===== src/proxy_test_macros.svh =====
`ifndef PROXY_TEST_MACROS_SVH
`define PROXY_TEST_MACROS_SVH

// Host command field widths
`define PROXY_DATA_WID      32
`define PROXY_ADDR_WID      12
`define PROXY_LEN_WID       8

// Word RAM geometry
`define PROXY_MEM_DEPTH     1024
`define PROXY_MEM_ADDR_WID  10

// Indirect register indices
`define REG_IDX_PRE         2'd0
`define REG_IDX_POST        2'd1
`define REG_IDX_TRIGGER     2'd2
`define REG_IDX_STATUS      2'd3

// Identifier words, " PRE" and "POST" in ASCII
`define REG_PRE_VALUE       32'h20505245
`define REG_POST_VALUE      32'h504F5354

`endif

===== src/proxy_test_pkg.sv =====
`include "proxy_test_macros.svh"

package proxy_test_pkg;

    // Host opcodes
    typedef enum logic [2:0] {
        OP_REG_WR   = 3'd0,
        OP_REG_RD   = 3'd1,
        OP_MEM_WR   = 3'd2,
        OP_MEM_RD   = 3'd3,
        OP_MEM_FILL = 3'd4
    } op_e;

    // Command FSM states
    typedef enum logic [3:0] {
        S_IDLE,
        S_DECODE,
        S_REG,
        S_MEM_WR,
        S_MEM_RD,
        S_MEM_WAIT,
        S_FILL_LOAD,
        S_FILL,
        S_DONE,
        S_ACK
    } state_e;

    typedef struct packed {
        op_e                        op;
        logic [`PROXY_ADDR_WID-1:0] addr;
        logic [`PROXY_DATA_WID-1:0] data;
        logic [`PROXY_LEN_WID-1:0]  len;
    } proxy_cmd_t;

    typedef struct packed {
        logic [`PROXY_DATA_WID-1:0] data;
        logic                       err;
    } proxy_rsp_t;

    typedef struct packed {
        logic                       wr;
        logic                       rd;
        logic [1:0]                 idx;
        logic [`PROXY_DATA_WID-1:0] data;
    } reg_access_t;

    typedef struct packed {
        logic                           en;
        logic                           we;
        logic [`PROXY_MEM_ADDR_WID-1:0] addr;
        logic [`PROXY_DATA_WID-1:0]     data;
    } ram_access_t;

endpackage


===== src/proxy_fsm.sv =====
`timescale 1ns/10ps
`include "proxy_test_macros.svh"

module proxy_fsm (
    input  logic                        clk,
    input  logic                        srst,
    input  logic                        i_req,
    input  proxy_test_pkg::proxy_cmd_t  i_cmd,
    output logic                        o_ack,
    output proxy_test_pkg::proxy_rsp_t  o_rsp,
    output proxy_test_pkg::reg_access_t o_reg,
    input  logic [`PROXY_DATA_WID-1:0]  i_reg_rdata,
    input  logic                        i_reg_err,
    output proxy_test_pkg::ram_access_t o_ram,
    input  logic [`PROXY_DATA_WID-1:0]  i_ram_rdata,
    output logic                        o_cnt_load,
    output logic                        o_cnt_step,
    output logic [`PROXY_LEN_WID-1:0]   o_cnt_len,
    input  logic [`PROXY_LEN_WID-1:0]   i_cnt_offset,
    input  logic                        i_cnt_last
);

    proxy_test_pkg::state_e          state_q;
    proxy_test_pkg::state_e          decode_nxt;
    proxy_test_pkg::proxy_cmd_t      cmd_q;
    proxy_test_pkg::proxy_rsp_t      rsp_q;
    proxy_test_pkg::proxy_rsp_t      rsp_nxt;
    logic                            ack_q;
    logic                            done;
    logic                            is_mem;
    logic                            bad_op;
    logic                            cmd_err;
    logic [`PROXY_ADDR_WID:0]        fill_end;
    logic [`PROXY_MEM_ADDR_WID-1:0]  fill_offset;

    // ------------------------------------------------------------------------
    // Decode and memory range check
    // ------------------------------------------------------------------------
    assign fill_end = {1'b0, cmd_q.addr}
                    + {{(`PROXY_ADDR_WID + 1 - `PROXY_LEN_WID){1'b0}}, cmd_q.len};

    always_comb begin
        is_mem = 1'b0;
        bad_op = 1'b0;
        case (cmd_q.op)
            proxy_test_pkg::OP_REG_WR,
            proxy_test_pkg::OP_REG_RD:   is_mem = 1'b0;
            proxy_test_pkg::OP_MEM_WR,
            proxy_test_pkg::OP_MEM_RD,
            proxy_test_pkg::OP_MEM_FILL: is_mem = 1'b1;
            default:                     bad_op = 1'b1;
        endcase
        // Fill may end exactly at the top of the RAM
        cmd_err = bad_op || (is_mem && ((cmd_q.addr >= `PROXY_MEM_DEPTH) ||
                  (cmd_q.op == proxy_test_pkg::OP_MEM_FILL && fill_end > `PROXY_MEM_DEPTH)));

        if (cmd_err) begin
            decode_nxt = proxy_test_pkg::S_DONE;
        end else begin
            case (cmd_q.op)
                proxy_test_pkg::OP_MEM_WR: decode_nxt = proxy_test_pkg::S_MEM_WR;
                proxy_test_pkg::OP_MEM_RD: decode_nxt = proxy_test_pkg::S_MEM_RD;
                proxy_test_pkg::OP_MEM_FILL: begin
                    // Zero-length fill answers without touching the RAM
                    decode_nxt = (cmd_q.len == '0) ? proxy_test_pkg::S_DONE
                                                   : proxy_test_pkg::S_FILL_LOAD;
                end
                default: decode_nxt = proxy_test_pkg::S_REG;
            endcase
        end
    end

    // Reply for the states that finish a command
    always_comb begin
        done    = 1'b0;
        rsp_nxt = '0;
        case (state_q)
            proxy_test_pkg::S_REG: begin
                done         = 1'b1;
                rsp_nxt.data = i_reg_rdata;
                rsp_nxt.err  = i_reg_err;
            end
            proxy_test_pkg::S_MEM_WR: done = 1'b1;
            proxy_test_pkg::S_MEM_WAIT: begin
                done         = 1'b1;
                rsp_nxt.data = i_ram_rdata;
            end
            proxy_test_pkg::S_FILL: done = i_cnt_last;
            proxy_test_pkg::S_DONE: begin
                done        = 1'b1;
                rsp_nxt.err = cmd_err;
            end
            default: done = 1'b0;
        endcase
    end

    // ------------------------------------------------------------------------
    // State and handshake
    // ------------------------------------------------------------------------
    always_ff @(posedge clk) begin
        if (srst) begin
            state_q <= proxy_test_pkg::S_IDLE;
            ack_q   <= 1'b0;
        end else begin
            case (state_q)
                proxy_test_pkg::S_IDLE: begin
                    if (i_req) begin
                        state_q <= proxy_test_pkg::S_DECODE;
                    end
                end
                proxy_test_pkg::S_DECODE:    state_q <= decode_nxt;
                proxy_test_pkg::S_MEM_RD:    state_q <= proxy_test_pkg::S_MEM_WAIT;
                proxy_test_pkg::S_FILL_LOAD: state_q <= proxy_test_pkg::S_FILL;
                proxy_test_pkg::S_ACK: begin
                    // Hold ack until the host drops req
                    if (!i_req) begin
                        ack_q   <= 1'b0;
                        state_q <= proxy_test_pkg::S_IDLE;
                    end
                end
                default: begin
                    if (done) begin
                        ack_q   <= 1'b1;
                        state_q <= proxy_test_pkg::S_ACK;
                    end
                end
            endcase
        end
    end

    always_ff @(posedge clk) begin
        if (state_q == proxy_test_pkg::S_IDLE && i_req) begin
            cmd_q <= i_cmd;
        end
        if (done) begin
            rsp_q <= rsp_nxt;
        end
    end

    assign o_ack = ack_q;
    assign o_rsp = rsp_q;

    // ------------------------------------------------------------------------
    // Data module steering
    // ------------------------------------------------------------------------
    assign fill_offset = (state_q == proxy_test_pkg::S_FILL)
                       ? {{(`PROXY_MEM_ADDR_WID - `PROXY_LEN_WID){1'b0}}, i_cnt_offset}
                       : '0;

    assign o_reg.wr   = (state_q == proxy_test_pkg::S_REG) &&
                        (cmd_q.op == proxy_test_pkg::OP_REG_WR);
    assign o_reg.rd   = (state_q == proxy_test_pkg::S_REG) &&
                        (cmd_q.op == proxy_test_pkg::OP_REG_RD);
    assign o_reg.idx  = cmd_q.addr[1:0];
    assign o_reg.data = cmd_q.data;

    assign o_ram.en   = (state_q == proxy_test_pkg::S_MEM_WR) ||
                        (state_q == proxy_test_pkg::S_MEM_RD) ||
                        (state_q == proxy_test_pkg::S_FILL);
    assign o_ram.we   = (state_q == proxy_test_pkg::S_MEM_WR) ||
                        (state_q == proxy_test_pkg::S_FILL);
    assign o_ram.addr = cmd_q.addr[`PROXY_MEM_ADDR_WID-1:0] + fill_offset;
    assign o_ram.data = cmd_q.data;

    assign o_cnt_load = (state_q == proxy_test_pkg::S_FILL_LOAD);
    assign o_cnt_step = (state_q == proxy_test_pkg::S_FILL);
    assign o_cnt_len  = cmd_q.len;

endmodule


===== config.mk =====
export PLATFORM = sky130hd
export DESIGN_NAME = proxy_fsm
export DESIGN_NICKNAME = d
export VERILOG_FILES = /design/src/proxy_test_pkg.sv /design/src/proxy_fsm.sv
export VERILOG_INCLUDE_DIRS = /design/src
export SDC_FILE = /design/constraint.sdc
export NUM_CORES = 1
export LEC_CHECK = 0
export BUFFER_PORTS_ARGS = -buffer_cell sky130_fd_sc_hd__buf_4
export CORE_MARGIN = 4
export CORE_UTILIZATION = 49
export DETAILED_ROUTE_END_ITERATION = 8
export GPL_ROUTABILITY_DRIVEN = 0
export PLACE_DENSITY = 0.87
export SYNTH_ARGS = -nofsm -noshare
export SYNTH_HDL_FRONTEND = slang
export SYNTH_SLANG_ARGS = --single-unit

===== constraint.sdc =====
create_clock -name clk -period 10.9 [get_ports clk]
set_clock_uncertainty 0.15 [all_clocks]
set_input_delay 1.635 -clock clk [delete_from_list [all_inputs] [get_ports clk]]
set_output_delay 1.635 -clock clk [all_outputs]
set_load 0.01 [all_outputs]

==> out/metrics.cfg, run 1 <==
[yosys]
synth_cells=373
syn_area_mm2=0.00475
netlist_top_cells_count=88 x edfxtp_1, 74 x buf_4, 34 x a22o_1, 19 x nor2_1, 16 x ha_1
ys_seq_elements=93
yosys.area.top_type=edfxtp_1
synthDominantCellAreaShare=0.557
synth_edf_count=88
synth_seq_area_share=0.578
postSynthAreaPerCell_um2=12.7
yosysUniqueCellTypes=45
async_flop_share=0
ys.flop_type=edfxtp_1
yosys_warnings=0
synth.area.top_cells=edfxtp_1 56%, buf_4 12%, a22o_1 6.3%
yosysMostFrequentCell=edfxtp_1
synth_fp_nets=523

[pwr]
p_total_mw=1.13
peakVddDrop_mv=0.121
p_leak_nw=2.84
p_per_area_mw_per_mm2=174

[sta]
finalMaxSlewViolations=0
setup_violations=0
rsz0062_at_grt=false
tns_ns=0
worst_pin_slew_ns=0.683
worst_hold_slack_ns=0.361
hold_viol=0
maxSlewHeadroom=0.543
min_period_ns=5.44
fmax_ghz=0.184
post-route-period-util=0.499

[layout]
regArea_mm2=0.00274
largest_reg_flops=33
finish.utilization=0.693
fin_nets=709
drive_gt1_frac=0.502
multiInputGateArea_mm2=0.00141
final_area_mm2=0.00646
n_fill_cell=681
diodes=0
layout-area-overhead-vs-synth_pct=36.2

[clocking]
clkTransAtPathRegs_ns=0.09
clock_path_buffers=2
cts_setup_buffers=0
cts_tree=built
cts_hold_repair.buffers=0
cts_buffers=9
clk_latency_ns=0.34
clkSinkCount=93
cts-root-buf=clkbuf_8
cts_resized=0
cts.htree.levels=3

[flow_run]
drv_cap=0

[worst_hold_path]
worstHoldStart=o_ack
hold_depth=2
min_to=o_ack
hold_path.class=reg -> reg

[placed_design]
dp_hpwl_um=11000
dpl_cell_area_mm2=0.00629
numPortBuffers=255

[floorplan]
die_h_um=106
io_pins=256
rows=35
core_area_mm2=0.00933
dieArea_mm2=0.0113
dieWidth_um=106
start_util=0.509

[detailed_routing]
wl_per_cell_um=19.8
drt_iter0_markers=223
routed-via-count=3649
drc=0
postRouteAntennaNets=0
dr.pass1.iters=4
totalWireLength_um=13700
drt-vias-per-instance=5.27

[grt]
antenna_found_initial=0
grt_max_degree=43
grt_usage=0.227
overflow=0
grt_pass1_wl_um=19600
first_global_vias=3626

[critical_path]
cpMostUsedCell=o21ai_0
r2r-start=o_reg[32]
crit_chain=nand2_1 -> nor2_1 -> and2_1 -> ha_1 -> inv_1 -> fa_1 -> nor2b_1 -> o21ai_0 -> a21boi_0 -> o21ai_0 -> a21oi_1 -> xor2_1 -> buf_4
max_stage_delay_ns=0.66
ff2ff_setup_slack_ns=7.89
cp_slowest_cell=dfxtp_1
crit_required_ns=9.12
worstSetupStartpointType=flop
end_kind=primary output
r2r-end=o_rsp[0]
path_max_fanout=14
crit_arrival_ns=3.65
reg2reg_depth=8
worstSetupPathType=reg -> out

[status]
status=completed

## routing by layer
layer / part of all wire / GRT usage
met5: 0 / 0
met2: 0.55 / 0.421
met3: 0.080 / 0.0595
met4: 0.019 / 0.0694
met1: 0.35 / 0.253
## worst max path at each step
stage / startpoint / endpoint / slack [ns] / cells past startpoint
finish: state_q[0] / o_ram[40] / 5.46 / 13
CTS: state_q[0] / o_ram[40] / 5.49 / 13
global route: state_q[1] / o_ram[40] / 5.06 / 13
floorplan: i_cnt_offset[0] / o_ram[40] / 5.90 / 10
global placement: i_cnt_offset[0] / o_ram[40] / 5.67 / 12
detailed placement: i_cnt_offset[0] / o_ram[40] / 5.60 / 12
## critical path: cells and delay by family (launching register included)
family | cells | cell delay (ns)
AND/OR/NAND/NOR | 4 | 1.06
flip-flops | 1 | 0.66
buffers and inverters | 2 | 0.18
AO/OA/AOI/OAI | 4 | 0.69
adder cells (fa/ha/maj) | 2 | 0.54
XOR/XNOR | 1 | 0.16
## stage by stage
step	cells	setup WS, ns
2_1_floorplan	373	5.90
3_3_place_gp	677	5.67
3_5_place_dp	677	5.60
4_1_cts	693	5.49
5_1_grt	693	5.06
6_report	693	5.46
## power by group
group	leakage (nW)	internal, mW	switching (mW)
sequential	0.871	0.487	0.0498
combinational	1.87	0.184	0.198
clock	0.0925	0.0856	0.122
## cells by family (layout without fill, tap and decap cells)
| family | after synthesis | in the layout | share of synthesized area |
|---|---|---|---|
| DFF | 93 | 93 | 0.578 |
| buffers and inverters | 92 | 283 | 0.131 |
| AOI/OAI and AO/OA | 88 | 88 | 0.142 |
| and+or+nand+nor | 72 | 72 | 0.0799 |
| adders and majority gates | 18 | 18 | 0.0506 |
| xor gates and xnor gates | 10 | 10 | 0.0185 |
## cell type report
class / instances / area share
clock buffer: 10 / 0.0197
clock inverter: 6 / 0.00735
inverter: 8 / 0.00464
multi-input combinational: 188 / 0.218
sequential: 93 / 0.424
tap: 129 / 0.0250
timing repair buffer: 259 / 0.301
## cell usage in the layout (no fill, tap or decap), types with 5 or more instances in the layout
cell type	Yosys	routed
a21o_1	6	6
a21oi_1	11	11
a22o_1	34	34
and2_1	7	7
buf_4	74	259
clkbuf_8	0	9
dfxtp_1	5	5
edfxtp_1	88	88
ha_1	16	16
inv_1	8	8
nand2_1	14	14
nor2_1	19	19
nor2b_1	6	6
o21ai_0	10	10
xnor2_1	8	8
(Power assumes the default switching activity.)
==> run 2, diff against run 1 <==
--- a/config.mk
+++ b/config.mk
@@ -8,10 +8,10 @@
 export LEC_CHECK = 0
 export BUFFER_PORTS_ARGS = -buffer_cell sky130_fd_sc_hd__buf_4
 export CORE_MARGIN = 4
-export CORE_UTILIZATION = 49
+export CORE_UTILIZATION = 45
 export DETAILED_ROUTE_END_ITERATION = 8
 export GPL_ROUTABILITY_DRIVEN = 0
-export PLACE_DENSITY = 0.87
+export PLACE_DENSITY = 0.8
 export SYNTH_ARGS = -nofsm -noshare
 export SYNTH_HDL_FRONTEND = slang
 export SYNTH_SLANG_ARGS = --single-unit
==> constraint.sdc (replaced) <==
create_clock -name clk -period 5.03 [get_ports clk]
set_clock_uncertainty 0.15 [all_clocks]
set_input_delay 0.7545 -clock clk [delete_from_list [all_inputs] [get_ports clk]]
set_output_delay 0.7545 -clock clk [all_outputs]
set_load 0.01 [all_outputs]
==> run 2 against run 1 <==
Against the previous run:
- non-clock buffer count did not move
- sequential share of layout area shrank 0.45 points
- die area grew 8.2%
- worst hold slack better by 0.022 ns
- register-to-register slack lost 5.8 ns
- power rose by 130%
- critical endpoint unchanged
==> out/metrics.cfg, run 2 (synthesis results as in run 1) <==
[status]
status=completed

[placed_design]
dp_hpwl_um=10500
dpl_cell_area_mm2=0.00630
numPortBuffers=255
pre_cts_ws_ns=0.947

[sta]
finalMaxSlewViolations=0
worst_pin_slew_ns=0.556
setup_violations=0
fin_ws_ns=0.535
hold_viol=0
maxSlewHeadroom=0.628
fmax_ghz=0.222
tns_ns=0
rsz0062_at_grt=false
min_period_ns=4.50
post-route-period-util=0.894

[worst_hold_path]
hold_path.class=reg -> reg
hold_depth=2
min_to=o_ack
worstHoldStart=o_ack

[critical_path]
max_stage_delay_ns=0.63
path_max_fanout=14
cp-startpoint=state_q[0]
ff2ff_setup_slack_ns=2.07
cpMostUsedCell=o21ai_0
r2r-start=o_reg[32]
reg2reg_depth=8
critPathBufInv=2
worstSetupPathType=reg -> out
crit_required_ns=4.13
cp_slowest_cell=dfxtp_1
crit_arrival_ns=3.59
worstSetupStartpointType=flop
r2r-end=o_rsp[0]
crit_chain=nand2_1 -> nor2_1 -> and2_1 -> ha_1 -> inv_1 -> fa_1 -> nor2b_1 -> o21ai_0 -> a21boi_0 -> o21ai_0 -> a21oi_1 -> xor2_1 -> buf_4
critical-path-top-delay-family=simple AND/OR/NAND/NOR gates
end_kind=primary output

[floorplan]
io_pins=256
dieWidth_um=111
dieArea_mm2=0.0123
core_area_mm2=0.0103
die_h_um=111
rows=37
start_util=0.462

[layout]
diodes=0
largest_reg_flops=33
drive_gt1_frac=0.501
n_fill_cell=797
multiInputGateArea_mm2=0.00141
layout_common_cells=259 x buf_4, 88 x edfxtp_1, 34 x a22o_1, 19 x nor2_1, 16 x ha_1
final_common_cell=buf_4
layout-area-overhead-vs-synth_pct=37.6
fin_nets=709
final_area_mm2=0.00653
regArea_mm2=0.00274

[flow_run]
drv_cap=0

[clocking]
clk_latency_ns=0.36
clock_path_buffers=2
clkTransAtPathRegs_ns=0.09
cts_tree=built
clkSinkCount=93
cts_hold_repair.buffers=0
cts_buffers=9
cts_setup_buffers=0
cts.htree.levels=3
cts_resized=0
cts-root-buf=clkbuf_8

[grt]
grt_max_degree=43
grtUsageMet1=0.238
globalRoute.busiestLayer=met2
antenna_found_initial=0
grt_usage=0.205
grt_util_met2=0.369
grt_pass1_wl_um=19600
grt.met3_usage=0.0502
overflow=0
first_global_vias=3626

[pwr]
pwr-share-comb=0.320
p_int_mw=1.78
p_total_mw=2.57
peakVddDrop_mv=0.212
p_sw_uw=790
p_leak_nw=2.86
swShare=0.307
p_per_area_mw_per_mm2=394
sequentialPowerShare=0.450
pwr-share-clk=0.230

[detailed_routing]
drt_iter0_markers=228
routed-via-count=3606
drc=0
postRouteAntennaNets=0
totalWireLength_um=13000
wl_per_cell_um=18.5
drt-vias-per-instance=5.16
dr.pass1.iters=4

-- run 2: worst max-delay path by stage --
stage	to	slack, ns	cells past startpoint
after floorplan	o_rsp[0]	1.22	2
after global placement	o_ram[40]	1.15	13
after detailed placement	o_ram[40]	0.95	13
after CTS	o_ram[40]	0.54	13
after global routing	o_ram[40]	0.11	13
final	o_ram[40]	0.53	13
-- run 2: worst min-delay path: stages, from the launching register on --
cell and delay, ns:
dfxtp_1 0.33, a21oi_1 0.12, nor2_1 0.05
-- run 2: cell type report --
class	instances	area share
Tap cell	136	0.0260
Clock buffer	10	0.0195
Multi-Input combinational cell	188	0.216
Sequential cell	93	0.420
Timing Repair Buffer	259	0.298
Inverter	8	0.00460
Clock inverter	5	0.0165
-- run 2: stage by stage --
stage,utilization,hold WS (ns),cells
global placement,0.613,0.331,684
finish,0.636,0.383,699
global route,0.636,0.386,699
floorplan,-,0.354,373
detailed placement,0.613,0.352,684
CTS,0.636,0.382,699
-- run 2: per-layer routing --
layer,wire [um],up-vias
li1,-,1699
met5,0,-
met2,6910,162
met4,284,0
met1,4870,1726
met3,901,19
-- run 2: power groups by stage --
stage,clock network [mW],registers [mW],logic [mW]
after floorplan,0,1.18,0.486
after global placement,0,1.17,0.814
after detailed placement,0,1.18,0.826
after CTS,0.599,1.16,0.829
after global routing,0.647,1.18,0.881
final,0.592,1.16,0.824
==> run 3, diff against run 2 <==
--- a/config.mk
+++ b/config.mk
@@ -7,8 +7,10 @@
 export NUM_CORES = 1
 export LEC_CHECK = 0
 export BUFFER_PORTS_ARGS = -buffer_cell sky130_fd_sc_hd__buf_4
+export CELL_PAD_IN_SITES_DETAIL_PLACEMENT = 0
+export CELL_PAD_IN_SITES_GLOBAL_PLACEMENT = 2
 export CORE_MARGIN = 4
-export CORE_UTILIZATION = 45
+export CORE_UTILIZATION = 27
 export DETAILED_ROUTE_END_ITERATION = 8
 export GPL_ROUTABILITY_DRIVEN = 0
 export PLACE_DENSITY = 0.8
==> run 3 against run 2 <==
Against the previous run:
- critical path depth unchanged
- wire length is 2.8% higher
- via count shrank 1.4%
- register-to-register slack lost 0.04 ns
- sequential share of layout area fell by 1.0 points
- die area increased by 61%
- utilization down 25 points
- sequential power barely moved
- highest routed layer unchanged
==> out/metrics.cfg, run 3 (synthesis results as in run 1) <==
[grt]
overflow=0
antenna_found_initial=0
grt_pass1_wl_um=19700
first_global_vias=3635
grt_max_degree=35
grt_usage=0.128

[clocking]
clk_latency_ns=0.35
clock_path_buffers=2
cts-root-buf=clkbuf_16
cts_resized=0
cts_setup_buffers=0
cts_buffers=9
cts_tree=built
cts_hold_repair.buffers=0
clkTransAtPathRegs_ns=0.07
cts.htree.levels=3
clkSinkCount=93

[critical_path]
cpMostUsedCell=o21ai_0
cp_slowest_cell=dfxtp_1
crit_arrival_ns=3.55
crit_required_ns=4.13
path_max_fanout=14
end_kind=primary output
worstSetupPathType=reg -> out
crit_chain=nand2_1 -> nor2_1 -> and2_1 -> ha_1 -> inv_1 -> fa_1 -> nor2b_1 -> o21ai_0 -> a21boi_0 -> o21ai_0 -> a21oi_1 -> xor2_1 -> buf_4
max_stage_delay_ns=0.64
worstSetupStartpointType=flop

[sta]
fmax_ghz=0.224
maxSlewHeadroom=0.579
worst_pin_slew_ns=0.632
worst_hold_slack_ns=0.340
finalMaxSlewViolations=0
rsz0062_at_grt=false
tns_ns=0
hold_viol=0
setup_violations=0
post-route-period-util=0.886
min_period_ns=4.46

[status]
status=completed

[layout]
diodes=0
drive_gt1_frac=0.502
fin_nets=709
finish.utilization=0.389
final_common_cell=buf_4
n_fill_cell=1649
final_area_mm2=0.00670
layout_common_cells=259 x buf_4, 88 x edfxtp_1, 34 x a22o_1, 19 x nor2_1, 16 x ha_1
largest_reg_flops=33
layout-area-overhead-vs-synth_pct=41.1

[detailed_routing]
totalWireLength_um=13300
wl_per_cell_um=16.9
drt-vias-per-instance=4.51
postRouteAntennaNets=0
dr.pass1.iters=4
drc=0
drt_iter0_markers=147
routed-via-count=3556

[floorplan]
dieWidth_um=141
dieArea_mm2=0.0198
rows=48
start_util=0.275
core_area_mm2=0.0172
die_h_um=141
io_pins=256

[pwr]
p_per_area_mw_per_mm2=394
p_total_mw=2.64
peakVddDrop_mv=0.156
p_leak_nw=2.89

[placed_design]
numPortBuffers=255
dpl_cell_area_mm2=0.00641
dp_hpwl_um=10700

[flow_run]
drv_cap=0

[worst_hold_path]
hold_path.class=reg -> reg

[run 3: cell count changes in the layout (fill, tap and decap cells not counted), moves of 3 or more]
cell	before	now
bufinv_16	3	0
clkbuf_8	9	0
inv_8	0	3
clkbuf_16	0	9
[run 3: cell type report]
cell class / instances / area [um^2] / share of cell area
sequential: 93 / 2740 / 0.409
clock inverter: 7 / 63.8 / 0.00953
timing repair buffer: 259 / 1940 / 0.290
multi-input combinational: 188 / 1410 / 0.211
inverter: 8 / 30.0 / 0.00448
tap: 225 / 282 / 0.0420
clock buffer: 9 / 225 / 0.0336
[run 3: final timing paths]
check	start	endpoint	slack (ns)	cells after the start
min	o_ack	o_ack	0.34	2
max reg2reg	o_reg[32]	o_rsp[0]	2.03	8
min reg2reg	o_ack	o_ack	0.34	2
max	state_q[0]	o_ram[40]	0.57	13
[run 3: power by group]
group | internal [mW] | switching, mW
combinational | 0.398 | 0.425
clock | 0.347 | 0.308
sequential | 1.06 | 0.105
total | 1.80 | 0.838
[run 3: routing by layer]
| metal | part of all wire | up-vias | global-route usage |
|---|---|---|---|
| li1 | - | 1706 | - |
| met1 | 0.40 | 1670 | 0.151 |
| met2 | 0.50 | 162 | 0.219 |
| met3 | 0.081 | 18 | 0.0390 |
| met4 | 0.023 | 0 | 0.0530 |
| met5 | 0 | - | 0 |
[run 3: worst max-delay path: cells and delay by family (launching register included)]
kind            cells  cell delay (ns)
fa+ha+maj           2             0.57
compound gates      4             0.66
xor+xnor            1             0.17
simple gates        4             0.97
flops               1             0.64
buf+inv             2             0.20
[run 3: metrics by stage]
stage / setup slack (ns) / instances
after global placement: 1.07 / 773
after detailed placement: 0.960 / 773
final: 0.575 / 789
after global routing: 0.280 / 789
after CTS: 0.556 / 789
after floorplan: 1.22 / 373
